===== src/common/icache_defines.svh =====
// Geometry macros for the instruction cache: ways, sets, block, word and address widths
`ifndef ICACHE_DEFINES_SVH
`define ICACHE_DEFINES_SVH

//////////////////////////////
// Organization
//////////////////////////////

// 2-way set associative, 16 sets
`define ICACHE_WAYS 2
`define ICACHE_SETS 16

//////////////////////////////
// Widths in bits
//////////////////////////////

`define ICACHE_BLOCK_W 128
`define ICACHE_INSTR_W 32
`define ICACHE_PADDR_W 32

`endif

===== src/common/icache_cfg_pkg.sv =====
// Address-field types and helpers that split a physical address
`default_nettype none
`include "icache_defines.svh"

package icache_cfg_pkg;

  // Field widths derived from the geometry
  localparam int unsigned index_w    = $clog2(`ICACHE_SETS);
  localparam int unsigned way_w      = $clog2(`ICACHE_WAYS);
  localparam int unsigned byte_off_w = $clog2(`ICACHE_INSTR_W / 8);
  localparam int unsigned woffset_w  = $clog2(`ICACHE_BLOCK_W / `ICACHE_INSTR_W);
  localparam int unsigned boff_w     = byte_off_w + woffset_w;
  localparam int unsigned tag_w      = `ICACHE_PADDR_W - index_w - boff_w;

  typedef logic [`ICACHE_PADDR_W-1:0] paddr_t;
  typedef logic [tag_w-1:0]           ptag_t;
  typedef logic [index_w-1:0]         index_t;
  typedef logic [woffset_w-1:0]       woffset_t;
  typedef logic [way_w-1:0]           way_t;
  typedef logic [`ICACHE_WAYS-1:0]    way_vec_t;
  typedef logic [`ICACHE_BLOCK_W-1:0] block_t;
  typedef logic [`ICACHE_INSTR_W-1:0] instr_t;

  // Address layout: tag | index | word offset | byte offset
  function automatic ptag_t paddr_tag(paddr_t a);
    return a[`ICACHE_PADDR_W-1 -: tag_w];
  endfunction

  function automatic index_t paddr_index(paddr_t a);
    return a[boff_w +: index_w];
  endfunction

  // Byte bits below the word offset are ignored
  function automatic woffset_t paddr_woffset(paddr_t a);
    return a[byte_off_w +: woffset_w];
  endfunction

  function automatic paddr_t paddr_block(paddr_t a);
    return {a[`ICACHE_PADDR_W-1:boff_w], {boff_w{1'b0}}};
  endfunction

  // Lowest way with its bit set, way 0 when none
  function automatic way_t first_way(way_vec_t v);
    way_t w;
    w = '0;
    for (int i = `ICACHE_WAYS - 1; i >= 0; i--)
    begin
      if (v[i])
        w = way_t'(i);
    end
    return w;
  endfunction

endpackage

`default_nettype wire


===== src/common/icache_msg_pkg.sv =====
// Port message structs plus the fill opcode and request state enums
`default_nettype none

package icache_msg_pkg;
  import icache_cfg_pkg::*;

  //////////////////////////////
  // Enums
  //////////////////////////////

  typedef enum logic [0:0]
  {
    e_fill_line
    , e_clear_way
  } fill_op_e;

  // Refill handshake states
  typedef enum logic [1:0]
  {
    e_ready
    , e_request
    , e_wait
  } cache_state_e;

  //////////////////////////////
  // Messages
  //////////////////////////////

  typedef struct packed
  {
    paddr_t addr;
  } fetch_pkt_s;

  // Tag lookup result handed to verify
  typedef struct packed
  {
    paddr_t   addr;
    way_vec_t hit;
    way_vec_t valid;
    logic     any_hit;
  } lookup_s;

  // Refill request, block aligned
  typedef struct packed
  {
    paddr_t addr;
    way_t   way;
  } cache_req_s;

  typedef struct packed
  {
    fill_op_e op;
    index_t   index;
    way_t     way;
    ptag_t    tag;
    block_t   data;
  } fill_pkt_s;

endpackage

`default_nettype wire


===== src/icache/icache_data_array.sv =====
// Per-way block memories, read on an accepted fetch and written by line fills
`default_nettype none
`include "icache_defines.svh"

module icache_data_array
  (input  logic                                       clk_i
   , input  logic                                     rd_v_i
   , input  icache_cfg_pkg::index_t                   rd_index_i
   , input  icache_msg_pkg::fill_pkt_s                fill_pkt_i
   , input  logic                                     fill_v_i
   , output icache_cfg_pkg::block_t [`ICACHE_WAYS-1:0] blocks_o
   );

  import icache_cfg_pkg::*;
  import icache_msg_pkg::*;

  logic fill_line;

  assign fill_line = fill_v_i & (fill_pkt_i.op == e_fill_line);

  // One full-block bank per way
  for (genvar w = 0; w < `ICACHE_WAYS; w++)
  begin : g_way
    block_t mem [`ICACHE_SETS-1:0];
    block_t rd_r;
    logic   wr_en;

    assign wr_en = fill_line & (fill_pkt_i.way == way_t'(w));

    always_ff @(posedge clk_i)
    begin
      if (wr_en)
        mem[fill_pkt_i.index] <= fill_pkt_i.data;
    end

    // Read data lands in the lookup cycle
    always_ff @(posedge clk_i)
    begin
      if (rd_v_i)
        rd_r <= mem[rd_index_i];
    end

    assign blocks_o[w] = rd_r;
  end

endmodule

`default_nettype wire


===== config.mk =====
export PLATFORM = sky130hd
export DESIGN_NAME = icache_data_array
export DESIGN_NICKNAME = d
export VERILOG_FILES = /design/src/common/icache_cfg_pkg.sv /design/src/common/icache_msg_pkg.sv /design/src/icache/icache_data_array.sv
export VERILOG_INCLUDE_DIRS = /design/src /design/src/common
export SDC_FILE = /design/constraint.sdc
export NUM_CORES = 2
export LEC_CHECK = 0
export BUFFER_PORTS_ARGS = -buffer_cell sky130_fd_sc_hd__buf_2
export CAP_MARGIN = 20
export CORE_ASPECT_RATIO = 0.8
export CORE_MARGIN = 4
export CORE_UTILIZATION = 50
export CTS_BUF_LIST = sky130_fd_sc_hd__clkbuf_8
export CTS_CLUSTER_DIAMETER = 30
export DETAILED_ROUTE_END_ITERATION = 10
export PLACE_DENSITY = 0.66
export SLEW_MARGIN = 30
export SYNTH_ARGS = -nofsm -noshare
export SYNTH_HDL_FRONTEND = slang
export SYNTH_SLANG_ARGS = --single-unit

===== constraint.sdc =====
create_clock -name clk_i -period 13.8 [get_ports clk_i]
set_clock_uncertainty 0.2 [all_clocks]
set_input_delay 2.76 -clock clk_i [delete_from_list [all_inputs] [get_ports clk_i]]
set_output_delay 2.76 -clock clk_i [all_outputs]
set_load 0.01 [all_outputs]

==> metrics.txt <==
Site Rows roughly 190; achievable frequency 171 MHz; minimum setup slack among reg-to-reg paths 11730 ps; arrival time of the worst setup path roughly 6600 ps; RSZ-0062 raised after global routing no; type of the most critical hold path register to register; net switching component of the power about 6000 uW; worst hold path depth 3; clock group share of total power 40.1%; maximum cell stage delay along the critical path approximately 700 ps; largest voltage drop on the vdd net around 0.11 mV; height of the die 517 um; Commonest cells post-synth edfxtp_1, mux4_2, a22oi_1; power per cell area roughly 150 mW/mm^2; internal power consumption 20700 uW; maximum buffer depth of the clock tree 4; area of combinational cells with multiple inputs 0.0297 mm^2; worst rel slew slack between 20% and 30%; final period utilization a little over two fifths; Switching Fraction 22.5%; measured slew at the worst slew-check pin 1090 ps; maximum level of the CTS H-tree 6; drt first-iter violations 10410; worst hold path endpoint g_way[0].rd_r[33]$_DFFE_PP_; flip-flop and latch area 0.131 mm^2; Port Buffers 396; endpoints failing setup 0; CP Max Fanout around 80; count of fill cells added during filler insertion 23027; post-synthesis instance total 6787; number of warnings printed during yosys synthesis 0; per-instance average area after synthesis ~24 um^2; initial antenna violation count 75; chip width 644 um; category of the worst setup path launch point primary input; number of buffers inserted by hold repair at cts 0; Synth top area share about four fifths; EDFF count, synth about 4400; synth-to-layout area growth 13.1%; CP endpoint kind register; DRC viols 0; mean number of vias per cell between 6 and 7; overall overflow remaining after global route 0; Post-Place Cells 11295; required arrival time at the worst endpoint 14560 ps; global router's overall resource usage 25.2%; I/O pin count 421; CTS tree done; maximum number of pins on one net before global-route repair 126; routed wire length per instance 33.6 um; Crit Path Class primary input to register; reg2reg start g_way[0].mem[15][29]$_DFFE_PP_; postcts setup bufs 0; Final Wtd Congestion 0.728; Leakage 0.0586 uW; Main synth FF type edfxtp_1; CP bufs+invs 5; Combinational Power Share 4.5%; CTS Sinks about 4400; share of synthesized area occupied by flip-flops and latches 80.7%; ratio of cells with drive above 1 in the final layout 31.9%; part of the power in registers between 50% and 60%; number of flip-flops and latches in the synthesized netlist between 4000 and 5000; initial standard-cell utilization of the core 50.3%; NumNets Final 7843; CTS buffer count about 700; Max Cap Violations 0; post-synth cell types 24; Post-Route Setup TNS 0 ps; global-route wire length before repair 594000 um; cell taking the most area after synthesis edfxtp_1; number of global-route vias before repair 79263; Die ar. 0.333 mm^2; total count of hold-check failures in the final report 0; critical path's slowest cell buf_4; result of the run completed; clk slew on worst S/H paths about 60 ps; CP Cell Sequence buf_8 -> buf_4 -> buf_4 -> nor2b_4 -> buf_4 -> buf_4 -> a22oi_1 -> nand2_1; via count 78503; Post-Synthesis Cell Area 0.162 mm^2; post-route non-filler standard cell count 12560; Register-to-Register Path Depth 3; hold path startpoint g_way[0].mem[14][33]$_DFFE_PP_; buffer type at the clock tree root clkbuf_8; half-perimeter wire length after placement 214000 um; later-pin clock latency in the skew report between 1000 and 1500 ps; most frequent cell after synthesis edfxtp_1; number of instances resized during post-cts repair 0; total wire length after detailed routing 422000 um; final slew viol count 0; family of cells with the greatest summed delay on the critical path buffers and inverters; post-route antenna net violation count 0; Critical Path Most Common Cell buf_4; capture point of the worst reg-to-reg path g_way[0].rd_r[29]$_DFFE_PP_; Syn Nets 6952; Core ar. 0.322 mm^2; Pre-antenna DRT Iters 6; synth top area cells edfxtp_1, mux4_2, a22oi_1, mux2_2, buf_2; final critical delay including setup and external delays 5850 ps; async set-reset flop share out of synthesis 0%
cell families (layout without fill, tap and decap cells):
logic type             after synthesis  in the layout  synth area share [%]
buffers and inverters              368           1794                  1.24
multiplexers                      1177           1177                  14.5
other                                0             23                     0
flip-flops                        4352           4352                  80.7
AO/OA/AOI/OAI                      567            567                  2.64
AND/OR/NAND/NOR                    323            323                 0.944
worst max-delay path by stage:
stage	from	end	slack, ps	cells after the start
final	rd_index_i[2]	g_way[0].rd_r[6]$_DFFE_PP_	7950	8
after global routing	rd_index_i[2]	g_way[0].rd_r[112]$_DFFE_PP_	8000	8
after CTS	fill_pkt_i[157]	g_way[0].mem[7][96]$_DFFE_PP_	8010	6
after detailed placement	fill_pkt_i[157]	g_way[0].mem[7][125]$_DFFE_PP_	6710	6
after global placement	fill_pkt_i[157]	g_way[0].mem[3][43]$_DFFE_PP_	5940	6
after floorplan	fill_pkt_i[157]	g_way[0].mem[12][0]$_DFFE_PP_	4340	3
state kept, by name (all words and copies together), names as in the netlist:
signal	count
g_way.mem	4096
g_way.rd_r	256
through the flow:
stage / setup slack [ps] / util, % / cell area [um^2] / hold WS (ps) / total power [uW]
final: 7950 / 56.9 / 183000 / 536 / 26700
after detailed placement: 6710 / 52.7 / 170000 / 530 / 16300
after global placement: 5940 / 52.6 / 169000 / 526 / 16300
after floorplan: 4340 / - / 162000 / 510 / 15700
after global routing: 8000 / 56.9 / 183000 / 559 / 27600
after CTS: 8010 / 56.8 / 183000 / 539 / 26900
layer usage:
layer  global-route usage [%]  routed length [um]  vias to the layer above
li1                         -                   -                    31073
met1                     36.4              168000                    42267
met2                     39.0              199000                     4459
met3                     5.66               44300                      674
met4                     7.08               10800                       30
met5                        0                 186                        -
cell type report:
cell class,count,area share (%)
diodes,23,0.0314
clock buffers,707,5.31
multi-input cells,2067,16.2
clock inverters,528,2.02
repair buffers,559,2.16
well taps,4324,2.95
flip-flops and latches,4352,71.3
worst reg2reg max path, cell delays in order, from the launching register on:
cell and delay [ps]:
edfxtp_1 370, mux4_2 470, mux2i_1 460, a22oi_1 240
power by group through the flow:
stage	Sequential, uW	Combinational, uW	Clock [uW]
after floorplan	15100	628	0
after global placement	15100	1180	0
after detailed placement	15100	1200	0
after CTS	14800	1210	10900
after global routing	14800	1280	11500
final	14800	1200	10700
layout by cell type (no fill, tap or decap), types with 32 or more instances in the layout:
cell       count
o221ai_1      74
clkinv_1     150
buf_4        109
a22oi_1      389
mux4_2       920
buf_2        391
o21ai_0       48
mux2_2       189
clkinv_2      68
nor2b_1       77
nand2_1      159
clkbuf_8     708
inv_1        185
mux2i_1       68
bufinv_16     38
nand2b_1      32
nor2_4        35
edfxtp_1    4352
Note: power is estimated with default switching activity, not from simulation.
