## config.mk

```make
export PLATFORM = sky130hd
export DESIGN_NAME = icache_tag_lookup
export DESIGN_NICKNAME = d
export VERILOG_FILES = /design/src/common/icache_cfg_pkg.sv /design/src/common/icache_msg_pkg.sv /design/src/icache/icache_tag_lookup.sv
export VERILOG_INCLUDE_DIRS = /design/src /design/src/common
export SDC_FILE = /design/constraint.sdc
export NUM_CORES = 1
export LEC_CHECK = 0
export BUFFER_PORTS_ARGS = -buffer_cell sky130_fd_sc_hd__buf_2
export CORE_ASPECT_RATIO = 1.4
export CORE_MARGIN = 4
export CORE_UTILIZATION = 54
export DETAILED_ROUTE_END_ITERATION = 8
export GPL_TIMING_DRIVEN = 0
export HOLD_SLACK_MARGIN = 0.08
export PLACE_DENSITY = 0.75
export SYNTH_ARGS = -nofsm -noshare
export SYNTH_HDL_FRONTEND = slang
export SYNTH_SLANG_ARGS = --single-unit
```

## constraint.sdc

```tcl
create_clock -name clk_i -period 2.62 [get_ports clk_i]
set_input_delay 0.262 -clock clk_i [delete_from_list [all_inputs] [get_ports clk_i]]
set_output_delay 0.262 -clock clk_i [all_outputs]
set_load 0.01 [all_outputs]
```

## src/common/icache_defines.svh

```systemverilog
// Geometry macros for the instruction cache: ways, sets, block, word and address widths
`ifndef ICACHE_DEFINES_SVH
`define ICACHE_DEFINES_SVH

//////////////////////////////
// Organization
//////////////////////////////

// 2-way set associative, 16 sets
`define ICACHE_WAYS 2
`define ICACHE_SETS 16

//////////////////////////////
// Widths in bits
//////////////////////////////

`define ICACHE_BLOCK_W 128
`define ICACHE_INSTR_W 32
`define ICACHE_PADDR_W 32

`endif
```

## src/common/icache_cfg_pkg.sv

```systemverilog
// Address-field types and helpers that split a physical address
`default_nettype none
`include "icache_defines.svh"

package icache_cfg_pkg;

  // Field widths derived from the geometry
  localparam int unsigned index_w    = $clog2(`ICACHE_SETS);
  localparam int unsigned way_w      = $clog2(`ICACHE_WAYS);
  localparam int unsigned byte_off_w = $clog2(`ICACHE_INSTR_W / 8);
  localparam int unsigned woffset_w  = $clog2(`ICACHE_BLOCK_W / `ICACHE_INSTR_W);
  localparam int unsigned boff_w     = byte_off_w + woffset_w;
  localparam int unsigned tag_w      = `ICACHE_PADDR_W - index_w - boff_w;

  typedef logic [`ICACHE_PADDR_W-1:0] paddr_t;
  typedef logic [tag_w-1:0]           ptag_t;
  typedef logic [index_w-1:0]         index_t;
  typedef logic [woffset_w-1:0]       woffset_t;
  typedef logic [way_w-1:0]           way_t;
  typedef logic [`ICACHE_WAYS-1:0]    way_vec_t;
  typedef logic [`ICACHE_BLOCK_W-1:0] block_t;
  typedef logic [`ICACHE_INSTR_W-1:0] instr_t;

  // Address layout: tag | index | word offset | byte offset
  function automatic ptag_t paddr_tag(paddr_t a);
    return a[`ICACHE_PADDR_W-1 -: tag_w];
  endfunction

  function automatic index_t paddr_index(paddr_t a);
    return a[boff_w +: index_w];
  endfunction

  // Byte bits below the word offset are ignored
  function automatic woffset_t paddr_woffset(paddr_t a);
    return a[byte_off_w +: woffset_w];
  endfunction

  function automatic paddr_t paddr_block(paddr_t a);
    return {a[`ICACHE_PADDR_W-1:boff_w], {boff_w{1'b0}}};
  endfunction

  // Lowest way with its bit set, way 0 when none
  function automatic way_t first_way(way_vec_t v);
    way_t w;
    w = '0;
    for (int i = `ICACHE_WAYS - 1; i >= 0; i--)
    begin
      if (v[i])
        w = way_t'(i);
    end
    return w;
  endfunction

endpackage

`default_nettype wire

```

## src/common/icache_msg_pkg.sv

```systemverilog
// Port message structs plus the fill opcode and request state enums
`default_nettype none

package icache_msg_pkg;
  import icache_cfg_pkg::*;

  //////////////////////////////
  // Enums
  //////////////////////////////

  typedef enum logic [0:0]
  {
    e_fill_line
    , e_clear_way
  } fill_op_e;

  // Refill handshake states
  typedef enum logic [1:0]
  {
    e_ready
    , e_request
    , e_wait
  } cache_state_e;

  //////////////////////////////
  // Messages
  //////////////////////////////

  typedef struct packed
  {
    paddr_t addr;
  } fetch_pkt_s;

  // Tag lookup result handed to verify
  typedef struct packed
  {
    paddr_t   addr;
    way_vec_t hit;
    way_vec_t valid;
    logic     any_hit;
  } lookup_s;

  // Refill request, block aligned
  typedef struct packed
  {
    paddr_t addr;
    way_t   way;
  } cache_req_s;

  typedef struct packed
  {
    fill_op_e op;
    index_t   index;
    way_t     way;
    ptag_t    tag;
    block_t   data;
  } fill_pkt_s;

endpackage

`default_nettype wire

```

## src/icache/icache_tag_lookup.sv

```systemverilog
// Decode stage, tag and valid array, tag compare and the lookup-stage register
`default_nettype none
`include "icache_defines.svh"

module icache_tag_lookup
  (input  logic                          clk_i
   , input  logic                        reset_i
   , input  icache_msg_pkg::fetch_pkt_s  fetch_pkt_i
   , input  logic                        fetch_v_i
   , input  logic                        ready_i
   , input  logic                        kill_i
   , input  icache_msg_pkg::fill_pkt_s   fill_pkt_i
   , input  logic                        fill_v_i
   , output icache_msg_pkg::lookup_s     lookup_o
   , output logic                        lookup_v_o
   // Accepted fetch, for the data array read
   , output logic                        rd_v_o
   , output icache_cfg_pkg::index_t      rd_index_o
   );

  import icache_cfg_pkg::*;
  import icache_msg_pkg::*;

  logic                     accept;
  index_t                   fetch_index;
  logic                     tl_v_r;
  paddr_t                   addr_tl_r;
  ptag_t                    tag_mem [`ICACHE_WAYS-1:0][`ICACHE_SETS-1:0];
  way_vec_t                 valid_r [`ICACHE_SETS-1:0];
  ptag_t [`ICACHE_WAYS-1:0] tag_rd_r;
  way_vec_t                 valid_rd_r;
  way_vec_t                 hit_v;

  //////////////////////////////
  // Decode
  //////////////////////////////

  assign accept      = fetch_v_i & ready_i;
  assign fetch_index = paddr_index(fetch_pkt_i.addr);
  assign rd_v_o      = accept;
  assign rd_index_o  = fetch_index;

  //////////////////////////////
  // Tag array
  //////////////////////////////

  // Fill line sets valid, clear way drops it
  always_ff @(posedge clk_i)
  begin
    if (reset_i)
    begin
      for (int s = 0; s < `ICACHE_SETS; s++)
      begin
        valid_r[s] <= '0;
      end
    end
    else if (fill_v_i)
    begin
      valid_r[fill_pkt_i.index][fill_pkt_i.way] <= (fill_pkt_i.op == e_fill_line);
    end
  end

  always_ff @(posedge clk_i)
  begin
    if (fill_v_i && (fill_pkt_i.op == e_fill_line))
    begin
      tag_mem[fill_pkt_i.way][fill_pkt_i.index] <= fill_pkt_i.tag;
    end
  end

  //////////////////////////////
  // Lookup stage
  //////////////////////////////

  always_ff @(posedge clk_i)
  begin
    if (reset_i)
      tl_v_r <= 1'b0;
    else
      tl_v_r <= accept;
  end

  // Set read and address capture on acceptance
  always_ff @(posedge clk_i)
  begin
    if (accept)
    begin
      addr_tl_r  <= fetch_pkt_i.addr;
      valid_rd_r <= valid_r[fetch_index];
      for (int w = 0; w < `ICACHE_WAYS; w++)
      begin
        tag_rd_r[w] <= tag_mem[w][fetch_index];
      end
    end
  end

  always_comb
  begin
    for (int w = 0; w < `ICACHE_WAYS; w++)
    begin
      hit_v[w] = valid_rd_r[w] & (tag_rd_r[w] == paddr_tag(addr_tl_r));
    end
  end

  assign lookup_o = '{addr: addr_tl_r, hit: hit_v, valid: valid_rd_r, any_hit: |hit_v};

  // A miss in verify squashes the fetch behind it
  assign lookup_v_o = tl_v_r & ~kill_i;

endmodule

`default_nettype wire

```

==> impl_metrics.csv <==
group,metric,value,unit
run_status,status,"finished with violations",
run_status,failed_checks,"setup timing",
yosys,ys.flop_type,"edfxtp_1",
die,rows,107,
sta,setup_ws,-0.5247,ns
yosys,synth_edf_count,882,
pwr,power.internal,22960,uW
sta,clock_skew,0.02269,ns
sta,fmax,0.3180,GHz
clock_tree,h-tree-depth,3,
pwr,leakage,0.01230,uW
place,gp_congestion,0.8426,
pwr,vdd_ir_drop_max,0.5294,mV
yosys,netlist_area,0.03353,mm2
die,dieWidth,218.6,um
clock_tree,numCtsBuffers,82,
global_routing,antenna_found_initial,3,
yosys,ys_ff_latch,883,
setup_path,cp-start-kind,"flip-flop",
pwr,powerDensity,745.9,mW/mm2
yosys,yosysTopAreaCell,"edfxtp_1",
routing,wl_per_cell,31.86,um
sta,maxSlewHeadroom,21.99,%
sta,period_share,120.0,%
routing,ant_nets,0,
setup_path,cp_slowest_cell,"edfxtp_1",
pwr,p_switching,6059,uW
pwr,clock_power_share,40.0,%
sta,rsz0062_at_grt,"yes",
yosys,ys_warn_count,0,
routing,drt_iter0_drc,2374,
final_layout,syn_to_final_growth,16.04,%
setup_path,cp.required,2.36,ns
pwr,sequentialPowerShare,54.7,%
place,pre_cts_ws,-0.6078,ns
routing,drt_wl_total,84.66,mm
yosys,synth.avg_cell_area,22.13,um2
routing,vias,17120,
place,dp_hpwl,50.54,mm
yosys,synthTopCellsByArea,"edfxtp_1 (79%), mux4_2 (13%), a22oi_1 (2.2%), xnor2_1 (1.3%), nor2_1 (0.75%)",
sta,period_minus_slack,3.145,ns
place,post_dp_cell_area,0.03575,mm2
routing,drt_first_pass_iters,6,
global_routing,grt_pass1_wl,121.5,mm
setup_path,cp.arrival,2.88,ns
clock_tree,cts_buffer_depth,3,
global_routing,grt.overflow.total,0,
yosys,yosysSeqAreaShare,79.06,%
sta,slew_viol_final,0,
global_routing,grt_usage,25.99,%
final_layout,nets,1971,
die,die_h,302.8,um
yosys,ys_types,22,
final_layout,final_util,63.58,%
setup_path,endpoint_kind,"primary output",
die,io_pins,239,
clock_tree,clk_pin_slew,0.06,ns
setup_path,path_cells,"xnor2_2 > nand4_1 > or4_4 > nor4_4 > or2_1 > buf_2",
sta,finalSetupViolations,3,
worst_hold_path,hold_path_class,"in2reg",
yosys,synth_common_cells,"edfxtp_1 (882), mux4_2 (200), a22oi_1 (100)",
setup_path,cpPeakStageDelay,0.54,ns
routing,via_per_inst,6.443,
final_layout,drive_above_1_share,28.98,%
setup_path,critPathKind,"reg2out",
final_layout,final_cell_area,0.03890,mm2
clock_tree,clock_sinks,883,
place,portBuffers,110,
routing,drc,0,
yosys,async_reset_ff_share,0,%
clock_tree,cts_tree,"done",
sta,hold_violations,0,
sta,worst_pin_slew,1.170,ns
sta,fin_hold_ws,0.1682,ns
die,initial_utilization,54.80,%
setup_path,cp_max_fo,2,
pwr,sw_frac_of_total,20.88,%
yosys,yosysMostFrequentCell,"edfxtp_1",
yosys,synth_fp_nets,1711,
global_routing,grt_max_degree,48,
pwr,pwr-share-comb,5.3,%
yosys,netlist.area_leader.share,79.00,%
clock_tree,cts_root_buf,"clkbuf_16",
die,dieArea,0.06619,mm2
yosys,syn-instance-count,1515,
clock_tree,clock_latency,0.64,ns
job,cap_violations,0,
die,coreArea,0.06118,mm2
global_routing,grt_pass1_vias,17660,
-- layout by cell type (no fill, tap or decap), drive strengths merged, types with 2 or more instances in the layout --
master,n
nand4,11
nand3b,2
nand3,8
xnor2,48
inv,2
o21bai,32
buf,181
nor2,67
nand2,61
clkinv,37
or3b,2
or4,2
clkinvlp,5
and2,2
edfxtp,882
bufinv,7
a22oi,100
nor2b,8
clkbuf,143
mux4,200
nor4,2
dlygate4sd3,33
or2,3
-- power groups by stage --
stage               registers (uW)  clock network (uW)  logic (uW)
floorplan                    16100                   0         768
global placement             16200                   0        1350
detailed placement           16200                   0        1430
CTS                          15900               11700        1520
global route                 15900               12300        1630
finish                       15900               11600        1540
-- logic make-up (layout without fill, tap and decap cells) --
| group | after synthesis | after routing | synth area share (%) |
|---|---|---|---|
| other | 0 | 1 | 0 |
| AO/OA/AOI/OAI | 132 | 132 | 2.956 |
| flip-flops | 883 | 883 | 79.06 |
| AND/OR/NAND/NOR | 168 | 168 | 2.232 |
| multiplexers | 200 | 200 | 13.44 |
| buffers and inverters | 84 | 408 | 1.064 |
| XOR/XNOR | 48 | 48 | 1.254 |
-- sequential cells by signal, summed over array words and instances (netlist names) --
name and cells:
tag_mem 768, tag_rd_r 48, addr_tl_r 32, valid_r 32, valid_rd_r 2, tl_v_r 1
-- worst max-delay path, delay by kind of cell, from the launching register on --
family | cells | cell delay, ns
AND/OR/NAND/NOR | 4 | 1.29
buffers and inverters | 1 | 0.13
flip-flops | 1 | 0.54
XOR/XNOR | 1 | 0.29
-- worst paths after layout --
path | from | to | slack, ns | cells after the start
setup reg to reg | tag_mem[0][172]$_DFFE_PP_ | tag_rd_r[4]$_DFFE_PP_ | 0.72 | 3
hold reg to reg | tag_mem[0][39]$_DFFE_PP_ | tag_rd_r[15]$_DFFE_PP_ | 0.74 | 3
setup / recovery | addr_tl_r[26]$_DFFE_PP_ | lookup_o[0] | -0.52 | 6
hold / removal | fill_pkt_i[140] | tag_mem[0][276]$_DFFE_PP_ | 0.17 | 1
-- metal layers --
metal  global-route usage (%)  part of all wire (%)  wire, um
met1                    32.93                    33     28210
met2                    44.03                    52     43690
met3                    4.979                    10      8851
met4                    12.03                   4.6      3907
met5                        0                     0         0
-- through the flow --
step	TNS [ns]	std cells	power (uW)
2_1_floorplan	0	1515	16890
3_3_place_gp	-823.24	2442	17500
3_5_place_dp	-136.24	2459	17590
4_1_cts	-0.6875	2651	29050
5_1_grt	-1.318	2657	29830
6_report	-1.293	2657	29020
-- final cells by class --
| type | instances | area, um2 |
|---|---|---|
| Clock inverter | 51 | 427.9 |
| Antenna cell | 1 | 2.502 |
| Fill cell | 3912 | 22280 |
| Multi-Input combinational cell | 548 | 6992 |
| Sequential cell | 883 | 26510 |
| Timing Repair Buffer | 177 | 1424 |
| Clock buffer | 97 | 2172 |
| Tap cell | 817 | 1022 |
| Buffer | 83 | 356.6 |
-- what timing repair did --
item                                   in CTS  in global routing
gates resized for setup                    11                 12
endpoints found under the hold margin      34                  0
hold buffers                               33                  0
pin swaps                                  14                  6
buffers inserted                           11                  6
setup endpoints to repair                   3                  4
(Power assumes the default switching activity.)
