### config.mk
export PLATFORM = sky130hd
export DESIGN_NAME = icache_tag_verify
export DESIGN_NICKNAME = d
export VERILOG_FILES = /design/src/common/icache_cfg_pkg.sv /design/src/common/icache_msg_pkg.sv /design/src/icache/icache_tag_verify.sv
export VERILOG_INCLUDE_DIRS = /design/src /design/src/common
export SDC_FILE = /design/constraint.sdc
export NUM_CORES = 1
export LEC_CHECK = 0
export ABC_AREA = 1
export BUFFER_PORTS_ARGS = -buffer_cell sky130_fd_sc_hd__buf_2
export CAP_MARGIN = 20
export CELL_PAD_IN_SITES_DETAIL_PLACEMENT = 1
export CELL_PAD_IN_SITES_GLOBAL_PLACEMENT = 2
export CORE_AREA = 2 2 202 204
export DETAILED_ROUTE_END_ITERATION = 6
export DIE_AREA = 0 0 204 206
export MAX_ROUTING_LAYER = met4
export PLACE_DENSITY = 0.84
export SYNTH_ARGS = -nofsm -noshare
export SYNTH_HDL_FRONTEND = slang
export SYNTH_SLANG_ARGS = --single-unit
### constraint.sdc
create_clock -name clk_i -period 6.4 [get_ports clk_i]
set_clock_uncertainty 0.1 [all_clocks]
set_input_delay 0 -clock clk_i [delete_from_list [all_inputs] [get_ports clk_i]]
set_output_delay 0 -clock clk_i [all_outputs]
set_load 0.1 [all_outputs]
### src/common/icache_defines.svh
// Geometry macros for the instruction cache: ways, sets, block, word and address widths
`ifndef ICACHE_DEFINES_SVH
`define ICACHE_DEFINES_SVH

//////////////////////////////
// Organization
//////////////////////////////

// 2-way set associative, 16 sets
`define ICACHE_WAYS 2
`define ICACHE_SETS 16

//////////////////////////////
// Widths in bits
//////////////////////////////

`define ICACHE_BLOCK_W 128
`define ICACHE_INSTR_W 32
`define ICACHE_PADDR_W 32

`endif
### src/common/icache_cfg_pkg.sv
// Address-field types and helpers that split a physical address
`default_nettype none
`include "icache_defines.svh"

package icache_cfg_pkg;

  // Field widths derived from the geometry
  localparam int unsigned index_w    = $clog2(`ICACHE_SETS);
  localparam int unsigned way_w      = $clog2(`ICACHE_WAYS);
  localparam int unsigned byte_off_w = $clog2(`ICACHE_INSTR_W / 8);
  localparam int unsigned woffset_w  = $clog2(`ICACHE_BLOCK_W / `ICACHE_INSTR_W);
  localparam int unsigned boff_w     = byte_off_w + woffset_w;
  localparam int unsigned tag_w      = `ICACHE_PADDR_W - index_w - boff_w;

  typedef logic [`ICACHE_PADDR_W-1:0] paddr_t;
  typedef logic [tag_w-1:0]           ptag_t;
  typedef logic [index_w-1:0]         index_t;
  typedef logic [woffset_w-1:0]       woffset_t;
  typedef logic [way_w-1:0]           way_t;
  typedef logic [`ICACHE_WAYS-1:0]    way_vec_t;
  typedef logic [`ICACHE_BLOCK_W-1:0] block_t;
  typedef logic [`ICACHE_INSTR_W-1:0] instr_t;

  // Address layout: tag | index | word offset | byte offset
  function automatic ptag_t paddr_tag(paddr_t a);
    return a[`ICACHE_PADDR_W-1 -: tag_w];
  endfunction

  function automatic index_t paddr_index(paddr_t a);
    return a[boff_w +: index_w];
  endfunction

  // Byte bits below the word offset are ignored
  function automatic woffset_t paddr_woffset(paddr_t a);
    return a[byte_off_w +: woffset_w];
  endfunction

  function automatic paddr_t paddr_block(paddr_t a);
    return {a[`ICACHE_PADDR_W-1:boff_w], {boff_w{1'b0}}};
  endfunction

  // Lowest way with its bit set, way 0 when none
  function automatic way_t first_way(way_vec_t v);
    way_t w;
    w = '0;
    for (int i = `ICACHE_WAYS - 1; i >= 0; i--)
    begin
      if (v[i])
        w = way_t'(i);
    end
    return w;
  endfunction

endpackage

`default_nettype wire

### src/common/icache_msg_pkg.sv
// Port message structs plus the fill opcode and request state enums
`default_nettype none

package icache_msg_pkg;
  import icache_cfg_pkg::*;

  //////////////////////////////
  // Enums
  //////////////////////////////

  typedef enum logic [0:0]
  {
    e_fill_line
    , e_clear_way
  } fill_op_e;

  // Refill handshake states
  typedef enum logic [1:0]
  {
    e_ready
    , e_request
    , e_wait
  } cache_state_e;

  //////////////////////////////
  // Messages
  //////////////////////////////

  typedef struct packed
  {
    paddr_t addr;
  } fetch_pkt_s;

  // Tag lookup result handed to verify
  typedef struct packed
  {
    paddr_t   addr;
    way_vec_t hit;
    way_vec_t valid;
    logic     any_hit;
  } lookup_s;

  // Refill request, block aligned
  typedef struct packed
  {
    paddr_t addr;
    way_t   way;
  } cache_req_s;

  typedef struct packed
  {
    fill_op_e op;
    index_t   index;
    way_t     way;
    ptag_t    tag;
    block_t   data;
  } fill_pkt_s;

endpackage

`default_nettype wire

### src/icache/icache_tag_verify.sv
// Verify stage, instruction select, LRU bits, replacement choice and refill FSM
`default_nettype none
`include "icache_defines.svh"

module icache_tag_verify
  (input  logic                                       clk_i
   , input  logic                                     reset_i
   , input  icache_msg_pkg::lookup_s                  lookup_i
   , input  logic                                     lookup_v_i
   , input  icache_cfg_pkg::block_t [`ICACHE_WAYS-1:0] blocks_i
   , output logic                                     ready_o
   , output logic                                     kill_o
   , output icache_cfg_pkg::instr_t                   instr_o
   , output logic                                     data_v_o
   , output logic                                     miss_v_o
   , output icache_msg_pkg::cache_req_s               cache_req_o
   , output logic                                     cache_req_v_o
   , input  logic                                     cache_req_yumi_i
   , input  icache_msg_pkg::fill_pkt_s                fill_pkt_i
   , input  logic                                     fill_v_i
   );

  import icache_cfg_pkg::*;
  import icache_msg_pkg::*;

  localparam int unsigned words_per_block = `ICACHE_BLOCK_W / `ICACHE_INSTR_W;

  logic                         tv_v_r;
  lookup_s                      lookup_tv_r;
  block_t [`ICACHE_WAYS-1:0]    blocks_tv_r;
  instr_t [words_per_block-1:0] words;
  logic                         hit;
  logic                         miss;
  index_t                       index_tv;
  way_t                         hit_way;
  way_t                         repl_way;
  way_t                         lru_r [`ICACHE_SETS-1:0];
  cache_state_e                 state_r;
  cache_state_e                 state_n;
  cache_req_s                   req_r;

  //////////////////////////////
  // Verify stage
  //////////////////////////////

  always_ff @(posedge clk_i)
  begin
    if (reset_i)
      tv_v_r <= 1'b0;
    else
      tv_v_r <= lookup_v_i;
  end

  always_ff @(posedge clk_i)
  begin
    if (lookup_v_i)
    begin
      lookup_tv_r <= lookup_i;
      blocks_tv_r <= blocks_i;
    end
  end

  assign hit      = tv_v_r & lookup_tv_r.any_hit;
  assign miss     = tv_v_r & ~lookup_tv_r.any_hit;
  assign index_tv = paddr_index(lookup_tv_r.addr);
  assign hit_way  = first_way(lookup_tv_r.hit);

  // Hit way block, then the word
  assign words    = blocks_tv_r[hit_way];
  assign instr_o  = words[paddr_woffset(lookup_tv_r.addr)];
  assign data_v_o = hit;
  assign miss_v_o = miss;

  //////////////////////////////
  // Replacement
  //////////////////////////////

  // Points at the way to evict next
  always_ff @(posedge clk_i)
  begin
    if (reset_i)
    begin
      for (int s = 0; s < `ICACHE_SETS; s++)
      begin
        lru_r[s] <= '0;
      end
    end
    else if (hit)
    begin
      lru_r[index_tv] <= ~hit_way;
    end
  end

  // Invalid way wins over LRU
  assign repl_way = (&lookup_tv_r.valid) ? lru_r[index_tv] : first_way(~lookup_tv_r.valid);

  //////////////////////////////
  // Refill FSM
  //////////////////////////////

  always_comb
  begin
    state_n = state_r;
    case (state_r)
      e_ready:
        if (miss)
          state_n = e_request;
      e_request:
        if (cache_req_yumi_i)
          state_n = e_wait;
      e_wait:
        if (fill_v_i && (fill_pkt_i.op == e_fill_line))
          state_n = e_ready;
      default:
        state_n = e_ready;
    endcase
  end

  always_ff @(posedge clk_i)
  begin
    if (reset_i)
      state_r <= e_ready;
    else
      state_r <= state_n;
  end

  // Captured once per miss, stable through the handshake
  always_ff @(posedge clk_i)
  begin
    if (miss)
      req_r <= '{addr: paddr_block(lookup_tv_r.addr), way: repl_way};
  end

  assign cache_req_o   = req_r;
  assign cache_req_v_o = (state_r == e_request);
  assign ready_o       = (state_r == e_ready) & ~miss;
  assign kill_o        = miss;

endmodule

`default_nettype wire

==> results.py <==
metrics = {
    "status": {
        "status": "finished clean",
    },
    "timing": {
        "final-setup-viol-count": 0,
        "setup_ws_ns": 2.37,
        "finalHoldViolations": 0,
        "finalCriticalPeriod_ns": 4.03,
        "timing.slew.headroom": 0.319,
        "setup_tns_ns": 0,
        "rsz_0062_raised_after_global_routing": "no",
        "report.final.slew_viol_count": 0,
        "hold_slack_ns": 0.0586,
        "tightest_slew_ns": 1.02,
        "maxClockFrequency_mhz": 248,
        "min_period_over_period": 0.629,
    },
    "floorplanning": {
        "die_height_um": 206,
        "initial_utilization": 0.325,
        "std_cell_rows": 74,
        "floorplan.die_area_sq_um": 42000,
        "floorplan.core_area_sq_um": 40200,
        "die_w_um": 204,
        "ioPinCount": 526,
    },
    "power": {
        "power_switching_mw": 1.73,
        "power_per_cell_area_nw_per_um2": 303,
        "cellInternalPower_mw": 4.15,
        "total_leakage_power_nw": 7.78,
        "combinationalPowerShare": 0.174,
        "p_clk_frac": 0.364,
        "irDropWorstVdd_mv": 0.237,
        "power_switching_share": 0.294,
        "share_seq_of_total_power": 0.462,
    },
    "placement": {
        "dpl_cell_area_sq_um": 15300,
        "hpwlAfterDp_mm": 24.8,
        "place_congestion": 0.799,
        "preCtsSetupSlack_ns": 3.09,
        "buffer_ports.inserted": 362,
    },
    "synthesis": {
        "synth_cell_types": 25,
        "synth_warnings": 0,
        "syn_area_per_cell_sq_um": 13.7,
        "synth_most_common_cell": "sky130_fd_sc_hd__edfxtp_1",
        "share_of_yosys_cell_area_claimed_by_the_top_area_cell_type": 0.773,
        "synth.cell_area_sq_um": 13100,
        "synthesis.instances": 953,
        "synth_enable_flop_cells": 336,
        "async_reset_ff_frac": 0,
        "synth_top_cell_by_area": "sky130_fd_sc_hd__edfxtp_1",
        "dominantRegCellSynth": "sky130_fd_sc_hd__edfxtp_1",
        "ys_seq_area_frac": 0.784,
        "yosys_register_bits": 343,
        "synth.cells.most_frequent": "336 x sky130_fd_sc_hd__edfxtp_1, 159 x sky130_fd_sc_hd__nand2_1, 152 x sky130_fd_sc_hd__nor2_1",
        "ys_top_cells_by_area": "sky130_fd_sc_hd__edfxtp_1 77%, sky130_fd_sc_hd__nand2_1 4.6%, sky130_fd_sc_hd__nor2_1 4.4%",
    },
    "global_route": {
        "globalRouteMet1Util": 0.268,
        "grt_remaining_overflow": 0,
        "grt.busiest_layer": "met2",
        "grt_pass1_wl_mm": 70.7,
        "gr-usage-met3": 0.0588,
        "antenna_found_initial": 9,
        "grt.met2_usage": 0.392,
        "grt.total_usage": 0.231,
        "grt_max_degree": 169,
        "first_global_vias": 11900,
    },
    "setup_path": {
        "worstRegToRegCells": 3,
        "max_stage_delay_ns": 0.76,
        "worst_setup_path_start_kind": "register",
        "worstPathArrival_ns": 3.93,
        "maximum_net_fanout_on_the_critical_path": 74,
        "critPathKind": "reg2out",
        "endpoint_kind": "primary output",
        "cp_cell_sequence": "nor2_8, buf_4, buf_4, o21ai_0, o22ai_1, nand2_1, nand2_1, buf_2",
        "cp_slowest_cell": "sky130_fd_sc_hd__buf_4",
        "worst-endpoint-required_ns": 6.30,
    },
    "drt": {
        "detail_route.wl_per_cell_um": 22.0,
        "antenna_left": 0,
        "vias_per_cell": 4.88,
        "wl_mm": 47.8,
        "detail_route.drc_violations": 0,
        "via_count": 10600,
        "first_iter_violations": 720,
        "drt_first_pass_iters": 5,
    },
    "cells_and_area": {
        "share_of_final_layout_standard_cells_stronger_than_drive_strength_1": 0.264,
        "area_growth_synth_to_finish_pct": 48.9,
        "final_cell_area_sq_um": 19400,
        "share_of_the_core_filled_with_cells_in_the_final_layout": 0.484,
        "nets": 2062,
    },
    "clock_network": {
        "postCtsHoldBufs": 295,
        "clkTransAtPathRegs_ns": 0.06,
        "clock_sink_count": 343,
        "cts_buffer_depth": 3,
        "postCtsSetupRepairBufs": 0,
        "htree_levels": 2,
        "cts_repair_resize_count": 0,
        "clk_latency_ns": 0.55,
        "cts_buffers": 39,
        "cts_tree": "yes",
        "cts-root-buf": "sky130_fd_sc_hd__clkbuf_16",
    },
    "flow_run": {
        "cap_viol_max_count": 0,
    },
    "min_path": {
        "hold-path-cell-count": 2,
        "hold_class": "in2reg",
    },
}
-- kinds of logic (layout without fill, tap and decap cells) --
kind of cell,after synthesis,count (layout),share of synthesized area
AO/OA/AOI/OAI,200,200,0.0833
buffers and inverters,80,758,0.0338
AND/OR/NAND/NOR,329,329,0.0987
flip-flops,343,343,0.784
other,1,15,0.000287
-- metrics by stage --
step | cells | total power, mW
global route | 2175 | 6.07
CTS | 2166 | 5.86
finish | 2177 | 5.89
floorplan | 956 | 3.32
detailed placement | 1802 | 3.60
global placement | 1802 | 3.57
-- worst max-delay path: cells and delay by family, from the launching register on --
kind | cells | cell delay [ns]
AOI/OAI and AO/OA | 2 | 0.48
and+or+nand+nor | 3 | 0.39
DFF | 1 | 0.47
buffers and inverters | 3 | 1.86
-- state kept, by name, indices dropped and copies added, names as in the netlist, named ones only --
register     flops
blocks_tv_r    256
lookup_tv_r     31
index_tv         4
cache_req_o     29
tv_v_r           1
lru_r           16
state_r          2
-- area by class of cell --
class	count	area [sq um]
tap	532	666
antenna	11	27.5
clock buffer	50	1040
fill	4235	20700
multi-input combinational	533	2390
inverter	23	88.8
clock inverter	19	140
timing repair buffer	666	4850
sequential	343	10200
-- path summary, 6_finish.rpt --
path	endpoint	slack, ns	start
max	instr_o[20]	2.37	lookup_tv_r[3]
min	blocks_tv_r[86]	0.06	blocks_i[86]
max reg2reg	lru_r[7]	4.46	lookup_tv_r[3]
min reg2reg	cache_req_o[13]	0.32	lookup_tv_r[17]
-- power by group through the flow --
stage	clock network [mW]	registers [mW]	logic, mW
after detailed placement	0	2.76	0.844
after global routing	2.26	2.74	1.08
after floorplan	0	2.81	0.512
after global placement	0	2.75	0.828
after CTS	2.15	2.71	0.995
final	2.14	2.72	1.02
-- placed cells by master (no fill, tap or decap), drive strengths merged --
cell / synthesis / layout
clkinvlp: 0 / 1
diode: 0 / 11
clkbuf: 22 / 50
inv: 23 / 24
buf: 35 / 371
nor2: 153 / 153
or2: 1 / 1
nor3: 4 / 4
dfxtp: 7 / 7
edfxtp: 336 / 336
clkinv: 0 / 16
o211ai: 1 / 1
conb: 1 / 4
o22ai: 64 / 64
nand3: 12 / 12
a21oi: 1 / 1
nand2: 159 / 159
dlygate4sd3: 0 / 295
bufinv: 0 / 1
a2111oi: 1 / 1
o21ai: 133 / 133
-- metal layers --
metal  routed length [um]  vias to the layer above
li1                     -                     4771
met1                19200                     5300
met2                24100                      459
met4                 1310                        0
met3                 3260                       93
met5                    0                        -
(Power assumes the default switching activity.)
